### config.mk
export PLATFORM = sky130hd
export DESIGN_NAME = mandel_top
export DESIGN_NICKNAME = d
export VERILOG_FILES = /design/src/common/mandel_pkg.sv /design/src/design/escape_core.sv /design/src/design/pixel_scanner.sv /design/src/design/result_stage.sv /design/src/design/mandel_top.sv
export SDC_FILE = /design/constraint.sdc
export NUM_CORES = 2
export LEC_CHECK = 0
export BUFFER_PORTS_ARGS = -buffer_cell sky130_fd_sc_hd__buf_4
export CAP_MARGIN = 15
export CORE_UTILIZATION = 67
export DETAILED_ROUTE_END_ITERATION = 7
export GPL_TIMING_DRIVEN = 0
export PLACE_DENSITY = 0.93
export SLEW_MARGIN = 20
export SYNTH_ARGS = -nofsm -noshare
export SYNTH_HDL_FRONTEND = slang
export SYNTH_HIERARCHICAL = 1
export SYNTH_SLANG_ARGS = --single-unit
### constraint.sdc
create_clock -name i_clk -period 11 [get_ports i_clk]
set_input_delay 1.1 -clock i_clk [delete_from_list [all_inputs] [get_ports i_clk]]
set_output_delay 1.1 -clock i_clk [all_outputs]
set_load 0.02 [all_outputs]
### src/common/mandel_pkg.sv
`default_nettype none

package mandel_pkg;

   // ========================================================================
   // Fixed-point format
   // ========================================================================

   // Signed Q4.12 coordinates
   localparam int WIDTH        = 16;
   localparam int FRAC_BITS    = WIDTH - 4;

   // 4.0 once a product has been shifted back by FRAC_BITS
   localparam int ESCAPE_LIMIT = 2 ** (WIDTH - 2);

   // ========================================================================
   // Iteration and grid
   // ========================================================================

   localparam int ITERS        = 32;
   localparam int ITER_W       = $clog2(ITERS);

   localparam int COLS         = 8;
   localparam int ROWS         = 6;
   localparam int COL_W        = $clog2(COLS);
   localparam int ROW_W        = $clog2(ROWS);

   localparam int SHADE_SHIFT  = 3;   // Spreads 5-bit counts over 8 bits

   // Wide enough to count every pixel of a frame as bounded
   localparam int CNT_W        = $clog2(COLS * ROWS + 1);

endpackage

`default_nettype wire

### src/design/escape_core.sv
`timescale 1ns/1ps
`default_nettype none

module escape_core (
   input  logic                                i_clk,
   input  logic                                i_nrst,
   input  logic signed [mandel_pkg::WIDTH-1:0] i_c_re,
   input  logic signed [mandel_pkg::WIDTH-1:0] i_c_im,
   input  logic                                i_run,
   output logic [mandel_pkg::ITER_W-1:0]       o_iter,
   output logic                                o_bounded,
   output logic                                o_done
);

   logic signed [mandel_pkg::WIDTH-1:0]   re_q;
   logic signed [mandel_pkg::WIDTH-1:0]   im_q;

   logic signed [2*mandel_pkg::WIDTH-1:0] re_prod;
   logic signed [2*mandel_pkg::WIDTH-1:0] im_prod;
   logic signed [2*mandel_pkg::WIDTH-1:0] cross_prod;
   logic signed [2*mandel_pkg::WIDTH-1:0] re_sq;
   logic signed [2*mandel_pkg::WIDTH-1:0] im_sq;
   logic signed [2*mandel_pkg::WIDTH-1:0] re_im;
   logic signed [2*mandel_pkg::WIDTH-1:0] re_calc;
   logic signed [2*mandel_pkg::WIDTH-1:0] im_calc;
   logic signed [2*mandel_pkg::WIDTH-1:0] mag;

   logic                                  escaped;
   logic                                  at_cap;
   logic                                  load;

   // ========================================================================
   // Squares and cross product, full width before the shift
   // ========================================================================

   assign re_prod    = re_q * re_q;
   assign im_prod    = im_q * im_q;
   assign cross_prod = re_q * im_q;

   assign re_sq      = re_prod >>> mandel_pkg::FRAC_BITS;
   assign im_sq      = im_prod >>> mandel_pkg::FRAC_BITS;
   assign re_im      = cross_prod >>> mandel_pkg::FRAC_BITS;

   // z*z + c, only the low WIDTH bits are kept in the registers
   assign re_calc    = re_sq - im_sq + i_c_re;
   assign im_calc    = (re_im <<< 1) + i_c_im;

   // Escape test runs on the untruncated squares
   assign mag        = re_sq + im_sq;
   assign escaped    = mag > mandel_pkg::ESCAPE_LIMIT;
   assign at_cap     = o_iter == mandel_pkg::ITER_W'(mandel_pkg::ITERS - 1);

   assign o_bounded  = ~escaped;
   assign o_done     = escaped | at_cap;

   // A finished point reloads so the core is ready for the next c
   assign load       = ~i_run | o_done;

   // ========================================================================
   // State
   // ========================================================================

   always_ff @(posedge i_clk) begin
      if (load) begin
         re_q <= i_c_re;
         im_q <= i_c_im;
      end else begin
         re_q <= re_calc[mandel_pkg::WIDTH-1:0];
         im_q <= im_calc[mandel_pkg::WIDTH-1:0];
      end
   end

   always_ff @(posedge i_clk or negedge i_nrst) begin
      if (!i_nrst) begin
         o_iter <= '0;
      end else if (load) begin
         o_iter <= '0;
      end else begin
         o_iter <= o_iter + 1'b1;
      end
   end

endmodule

`default_nettype wire

### src/design/pixel_scanner.sv
`timescale 1ns/1ps
`default_nettype none

module pixel_scanner (
   input  logic                                i_clk,
   input  logic                                i_nrst,
   input  logic                                i_start,
   input  logic signed [mandel_pkg::WIDTH-1:0] i_x0,
   input  logic signed [mandel_pkg::WIDTH-1:0] i_y0,
   input  logic signed [mandel_pkg::WIDTH-1:0] i_step,
   input  logic                                i_core_done,
   output logic signed [mandel_pkg::WIDTH-1:0] o_c_re,
   output logic signed [mandel_pkg::WIDTH-1:0] o_c_im,
   output logic                                o_core_run,
   output logic [mandel_pkg::COL_W-1:0]        o_col,
   output logic [mandel_pkg::ROW_W-1:0]        o_row,
   output logic                                o_take,
   output logic                                o_frame_end,
   output logic                                o_busy
);

   // Sequencer is idle when busy is low, in the load cycle when busy is
   // high and run is low, and iterating when both are high
   logic                                busy_q;
   logic                                run_q;
   logic [mandel_pkg::COL_W-1:0]        col_q;
   logic [mandel_pkg::ROW_W-1:0]        row_q;

   logic signed [mandel_pkg::WIDTH-1:0] x0_q;
   logic signed [mandel_pkg::WIDTH-1:0] step_q;
   logic signed [mandel_pkg::WIDTH-1:0] c_re_q;
   logic signed [mandel_pkg::WIDTH-1:0] c_im_q;

   logic                                start_ok;
   logic                                take;
   logic                                last_col;
   logic                                last_row;

   assign start_ok = i_start & ~busy_q;   // A start during a frame is dropped
   assign take     = run_q & i_core_done;
   assign last_col = col_q == mandel_pkg::COL_W'(mandel_pkg::COLS - 1);
   assign last_row = row_q == mandel_pkg::ROW_W'(mandel_pkg::ROWS - 1);

   // ========================================================================
   // Sequencer and pixel counters
   // ========================================================================

   always_ff @(posedge i_clk or negedge i_nrst) begin
      if (!i_nrst) begin
         busy_q <= 1'b0;
         run_q  <= 1'b0;
         col_q  <= '0;
         row_q  <= '0;
      end else if (!busy_q) begin
         if (start_ok) begin
            busy_q <= 1'b1;
            col_q  <= '0;
            row_q  <= '0;
         end
      end else if (!run_q) begin
         run_q <= 1'b1;   // Core has loaded z = c by now
      end else if (i_core_done) begin
         run_q <= 1'b0;
         if (last_col) begin
            col_q <= '0;
            if (last_row) begin
               busy_q <= 1'b0;
            end else begin
               row_q <= row_q + 1'b1;
            end
         end else begin
            col_q <= col_q + 1'b1;
         end
      end
   end

   // ========================================================================
   // Point c, stepped by addition
   // ========================================================================

   // c_re = x0 + col*step and c_im = y0 + row*step
   always_ff @(posedge i_clk) begin
      if (start_ok) begin
         x0_q   <= i_x0;
         step_q <= i_step;
         c_re_q <= i_x0;
         c_im_q <= i_y0;
      end else if (take) begin
         if (last_col) begin
            c_re_q <= x0_q;   // Back to the left edge
            c_im_q <= c_im_q + step_q;
         end else begin
            c_re_q <= c_re_q + step_q;
         end
      end
   end

   assign o_c_re      = c_re_q;
   assign o_c_im      = c_im_q;
   assign o_core_run  = run_q;
   assign o_col       = col_q;
   assign o_row       = row_q;
   assign o_take      = take;
   assign o_frame_end = take & last_col & last_row;
   assign o_busy      = busy_q;

endmodule

`default_nettype wire

### src/design/result_stage.sv
`timescale 1ns/1ps
`default_nettype none

module result_stage (
   input  logic                          i_clk,
   input  logic                          i_nrst,
   input  logic                          i_take,
   input  logic                          i_frame_end,
   input  logic [mandel_pkg::COL_W-1:0]  i_col,
   input  logic [mandel_pkg::ROW_W-1:0]  i_row,
   input  logic [mandel_pkg::ITER_W-1:0] i_iter,
   input  logic                          i_bounded,
   output logic                          o_pix_valid,
   output logic [mandel_pkg::COL_W-1:0]  o_pix_col,
   output logic [mandel_pkg::ROW_W-1:0]  o_pix_row,
   output logic [mandel_pkg::ITER_W-1:0] o_pix_iter,
   output logic                          o_pix_bounded,
   output logic [7:0]                    o_pix_shade,
   output logic                          o_frame_done,
   output logic [mandel_pkg::CNT_W-1:0]  o_inside_count
);

   logic [7:0]                   shade;
   logic [mandel_pkg::CNT_W-1:0] count_base;
   logic                         clear_pending;   // Next take opens a new frame

   // Bounded pixels are black, fast escapes are bright
   assign shade      = i_bounded ? 8'h00
                                 : 8'hff - (8'(i_iter) << mandel_pkg::SHADE_SHIFT);
   assign count_base = clear_pending ? '0 : o_inside_count;

   always_ff @(posedge i_clk or negedge i_nrst) begin
      if (!i_nrst) begin
         o_pix_valid    <= 1'b0;
         o_frame_done   <= 1'b0;
         o_inside_count <= '0;
         clear_pending  <= 1'b1;
         o_pix_col      <= '0;
         o_pix_row      <= '0;
         o_pix_iter     <= '0;
         o_pix_bounded  <= 1'b0;
         o_pix_shade    <= '0;
      end else begin
         o_pix_valid  <= i_take;
         o_frame_done <= i_frame_end;
         if (i_take) begin
            o_pix_col      <= i_col;
            o_pix_row      <= i_row;
            o_pix_iter     <= i_iter;
            o_pix_bounded  <= i_bounded;
            o_pix_shade    <= shade;
            o_inside_count <= count_base + mandel_pkg::CNT_W'(i_bounded);
            clear_pending  <= i_frame_end;
         end
      end
   end

endmodule

`default_nettype wire

### src/design/mandel_top.sv
`timescale 1ns/1ps
`default_nettype none

module mandel_top (
   input  logic                                i_clk,
   input  logic                                i_nrst,
   input  logic                                i_start,
   input  logic signed [mandel_pkg::WIDTH-1:0] i_x0,
   input  logic signed [mandel_pkg::WIDTH-1:0] i_y0,
   input  logic signed [mandel_pkg::WIDTH-1:0] i_step,
   output logic                                o_busy,
   output logic                                o_pix_valid,
   output logic [mandel_pkg::COL_W-1:0]        o_pix_col,
   output logic [mandel_pkg::ROW_W-1:0]        o_pix_row,
   output logic [mandel_pkg::ITER_W-1:0]       o_pix_iter,
   output logic                                o_pix_bounded,
   output logic [7:0]                          o_pix_shade,
   output logic                                o_frame_done,
   output logic [mandel_pkg::CNT_W-1:0]        o_inside_count
);

   logic signed [mandel_pkg::WIDTH-1:0] c_re;
   logic signed [mandel_pkg::WIDTH-1:0] c_im;
   logic                                core_run;
   logic                                core_done;
   logic [mandel_pkg::ITER_W-1:0]       core_iter;
   logic                                core_bounded;
   logic                                pix_take;
   logic [mandel_pkg::COL_W-1:0]        scan_col;
   logic [mandel_pkg::ROW_W-1:0]        scan_row;
   logic                                frame_end;

   pixel_scanner u_scanner (
      .i_clk       (i_clk),
      .i_nrst      (i_nrst),
      .i_start     (i_start),
      .i_x0        (i_x0),
      .i_y0        (i_y0),
      .i_step      (i_step),
      .i_core_done (core_done),
      .o_c_re      (c_re),
      .o_c_im      (c_im),
      .o_core_run  (core_run),
      .o_col       (scan_col),
      .o_row       (scan_row),
      .o_take      (pix_take),
      .o_frame_end (frame_end),
      .o_busy      (o_busy)
   );

   escape_core u_core (
      .i_clk     (i_clk),
      .i_nrst    (i_nrst),
      .i_c_re    (c_re),
      .i_c_im    (c_im),
      .i_run     (core_run),
      .o_iter    (core_iter),
      .o_bounded (core_bounded),
      .o_done    (core_done)
   );

   result_stage u_result (
      .i_clk          (i_clk),
      .i_nrst         (i_nrst),
      .i_take         (pix_take),
      .i_frame_end    (frame_end),
      .i_col          (scan_col),
      .i_row          (scan_row),
      .i_iter         (core_iter),
      .i_bounded      (core_bounded),
      .o_pix_valid    (o_pix_valid),
      .o_pix_col      (o_pix_col),
      .o_pix_row      (o_pix_row),
      .o_pix_iter     (o_pix_iter),
      .o_pix_bounded  (o_pix_bounded),
      .o_pix_shade    (o_pix_shade),
      .o_frame_done   (o_frame_done),
      .o_inside_count (o_inside_count)
   );

endmodule

`default_nettype wire

==> flow_summary_export.csv <==
group,metric,value,unit
logic_synthesis,synth_area_per_cell,9.342,sq um
run_status,outcome,"completed",
route,wl_met2,44230,um
clock_network,cts_buffers,17,
cells_and_area,syn_to_final_growth,6.405,%
logic_synthesis,synthDistinctLibCells,101,
route,drt_first_pass_iters,7,
sta,fin_tns_setup,0,ns
sta,fin_crit_sh,98.23,%
placed_design,numPortBuffers,79,
cells_and_area,final_cell_mix,"inv_1 (960), fa_1 (708), nand2_1 (343)",
clock_network,cts_max_level,4,
logic_synthesis,synth_edf_count,64,
logic_synthesis,ys.flop_type,"edfxtp_1",
route,wl_per_cell,21.57,um
sta,final-setup-viol-count,0,
placed_design,dp_slack,-1.071,ns
clock_network,ctsHoldBuffers,0,
global_routing,globalRouteOverflowTotal,0,
clock_network,clock_path_buffers,2,
route,postRouteAntennaNets,0,
setup_path,cp.arrival,11.13,ns
sta,worst_slack,0.1952,ns
logic_synthesis,synth_area,34750,sq um
route,avgViaCountPerCell,6.097,
logic_synthesis,ys.warnings.count,6,
global_routing,grt_max_degree,41,
setup_path,cpMaxStageDelayCell,"fa_1",
route,wl,97320,um
die,die-area,52790,sq um
placed_design,hpwl,77600,um
route,wl_met1,30810,um
cells_and_area,final_nets,4909,
sta,max_slew_margin,23.12,%
die,num_io_pins,80,
cells_and_area,utilization,72.08,%
clock_network,clock-sinks,136,
placed_design,dpl-instance-area,36220,sq um
global_routing,grt_pass1_vias,29720,
flow_run,drv_cap,0,
global_routing,grt_antenna_before_repair,5,
setup_path,worst_path_largest_cell_delay,0.56,ns
sta,fmax,0.09255,GHz
sta,hold_violations,0,
die,rows,83,
die,start_util,67.74,%
logic_synthesis,ys_async_sr_fraction,29.41,%
global_routing,track_usage,38.25,%
placed_design,place.gp.congestion,1.045,
setup_path,end_kind,"flip-flop",
route,met3_length,13010,um
clock_network,cts_tree,"done",
setup_path,worst_setup_path_start_kind,"flip-flop",
global_routing,grt_pass1_wl,153800,um
clock_network,clock_latency,0.46,ns
logic_synthesis,seq_area_frac_synth,10.26,%
die,core_area,51300,sq um
die,chipHeight,229.8,um
logic_synthesis,syn_nets,4813,
cells_and_area,final_common_cell,"inv_1",
clock_network,cts_root_buffer,"clkbuf_16",
route,drc,0,
logic_synthesis,ys_ff_latch,136,
sta,fin_skew,0.03141,ns
setup_path,worst-endpoint-required,11.32,ns
setup_path,cp_common_cell,"fa_1",
cells_and_area,layout-drive-gt1-share,8.070,%
sta,tightest_slew,1.146,ns
route,vias,27510,
hold_path,hp-class,"reg2reg",
route,top_layer,"met5",
cells_and_area,final_area,36980,sq um
sta,drv_slew,0,
logic_synthesis,syn_inst,3720,
setup_path,crit_type,"reg2reg",
setup_path,critPathMaxFanout,10,
clock_network,path_clk_slew,0.07,ns
sta,min_period,10.80,ns
route,drt_iter0_drc,3283,
die,fp.dieW,229.8,um
==> registers in the layout, indices dropped and copies added (netlist names), 5 cells and up <==
signal,count
u_scanner/o_c_im,16
u_scanner/step_q,16
u_scanner/o_c_re,16
u_core/im_q,16
u_result/o_pix_shade,6
u_result/o_inside_count,6
u_result/o_pix_iter,5
u_core/o_iter,5
u_scanner/x0_q,16
u_core/re_q,16
==> critical path, delay by kind of cell, from the launching register on <==
family	cells	cell delay (ns)
adders and majority gates	8	3.57
AOI/OAI and AO/OA	11	2.66
buffers and inverters	9	1.83
and+or+nand+nor	9	1.75
DFF	1	0.50
muxes	1	0.36
==> final cells by class <==
cell class | instances | area [sq um]
fill | 3369 | 14320
clock buffer | 17 | 425.4
timing repair buffer | 85 | 648.1
tap | 680 | 850.8
buffer | 117 | 608.1
inverter | 969 | 3649
antenna | 3 | 7.507
multi-input combinational | 2490 | 27090
clock inverter | 15 | 132.6
sequential | 136 | 3572
==> per-layer routing <==
| layer | global-route usage [%] | up-vias |
|---|---|---|
| met3 | 13.34 | 631 |
| li1 | - | 11470 |
| met4 | 27.38 | 6 |
| met5 | 1.930 | - |
| met1 | 43.33 | 13370 |
| met2 | 60.24 | 2040 |
==> synthesized netlist by cell type (7+ instances only) <==
| cell type | number | area, sq um |
|---|---|---|
| a21o_1 | 48 | 360.4 |
| dfxtp_1 | 32 | 640.6 |
| or2_2 | 8 | 50.05 |
| ha_1 | 332 | 4154 |
| xor2_1 | 38 | 332.8 |
| and2_1 | 151 | 944.7 |
| nand2b_1 | 26 | 162.7 |
| mux2_4 | 16 | 240.2 |
| nand4_1 | 12 | 75.07 |
| nand3_1 | 30 | 150.1 |
| o21ai_0 | 45 | 225.2 |
| o21a_1 | 29 | 217.7 |
| nor2b_1 | 20 | 125.1 |
| mux2_2 | 22 | 247.7 |
| mux2i_1 | 8 | 80.08 |
| a21oi_1 | 97 | 485.5 |
| a31oi_1 | 11 | 68.82 |
| clkinv_1 | 8 | 30.03 |
| o211ai_1 | 7 | 52.55 |
| inv_1 | 960 | 3603 |
| o21bai_1 | 13 | 97.59 |
| xnor2_1 | 104 | 910.9 |
| nor3_1 | 41 | 205.2 |
| nor2_1 | 193 | 724.4 |
| dfrtp_1 | 39 | 975.9 |
| and3_1 | 18 | 112.6 |
| edfxtp_1 | 64 | 1922 |
| nand2_1 | 344 | 1291 |
| clkbuf_1 | 104 | 390.4 |
| o21ai_1 | 30 | 150.1 |
| nand3b_1 | 9 | 67.56 |
| o21ai_2 | 8 | 70.07 |
| fa_1 | 710 | 14210 |
==> worst paths after layout <==
kind | from | end | slack, ns | depth (start not counted)
max | u_core/im_q[4] | u_result/o_pix_iter[2] | 0.20 | 38
min | u_scanner/o_c_im[0] | u_core/im_q[0] | 0.42 | 0
max reg2reg | u_core/im_q[4] | u_result/o_pix_iter[2] | 0.20 | 38
min reg2reg | u_scanner/o_c_im[0] | u_core/im_q[0] | 0.42 | 0
max in group asynchronous | i_nrst | u_result/clear_pending | 10.01 | 1
min in group asynchronous | i_nrst | u_result/o_pix_shade[5] | 0.62 | 1
==> timing repair <==
item	in CTS	in global routing
buffers inserted	0	4
cloned	0	0
resized for setup	16	144
pin swaps	0	1
endpoints found under the setup margin	103	101
endpoints found under the hold margin	0	0
==> through the flow <==
| step | hold slack [ns] | cells |
|---|---|---|
| 2_1_floorplan | 0.3546 | 3720 |
| 5_1_grt | 0.4357 | 4509 |
| 3_3_place_gp | 0.4312 | 4479 |
| 6_report | 0.4193 | 4512 |
| 3_5_place_dp | 0.4275 | 4480 |
| 4_1_cts | 0.4199 | 4510 |
==> logic make-up (layout without fill, tap and decap cells) <==
kind of cell | Yosys count | after routing | synth area share (%)
compound gates | 371 | 371 | 7.456
other cells | 0 | 3 | 0
mux | 46 | 46 | 1.635
xor+xnor | 144 | 144 | 3.712
fa+ha+maj | 1042 | 1042 | 52.85
simple gates | 887 | 887 | 12.07
flops | 136 | 136 | 10.26
buf+inv | 1094 | 1203 | 12.02
Power is left out: the tool's default activity adds up to more than one toggle a clock period on the data nets, which glitch-free logic cannot reach.
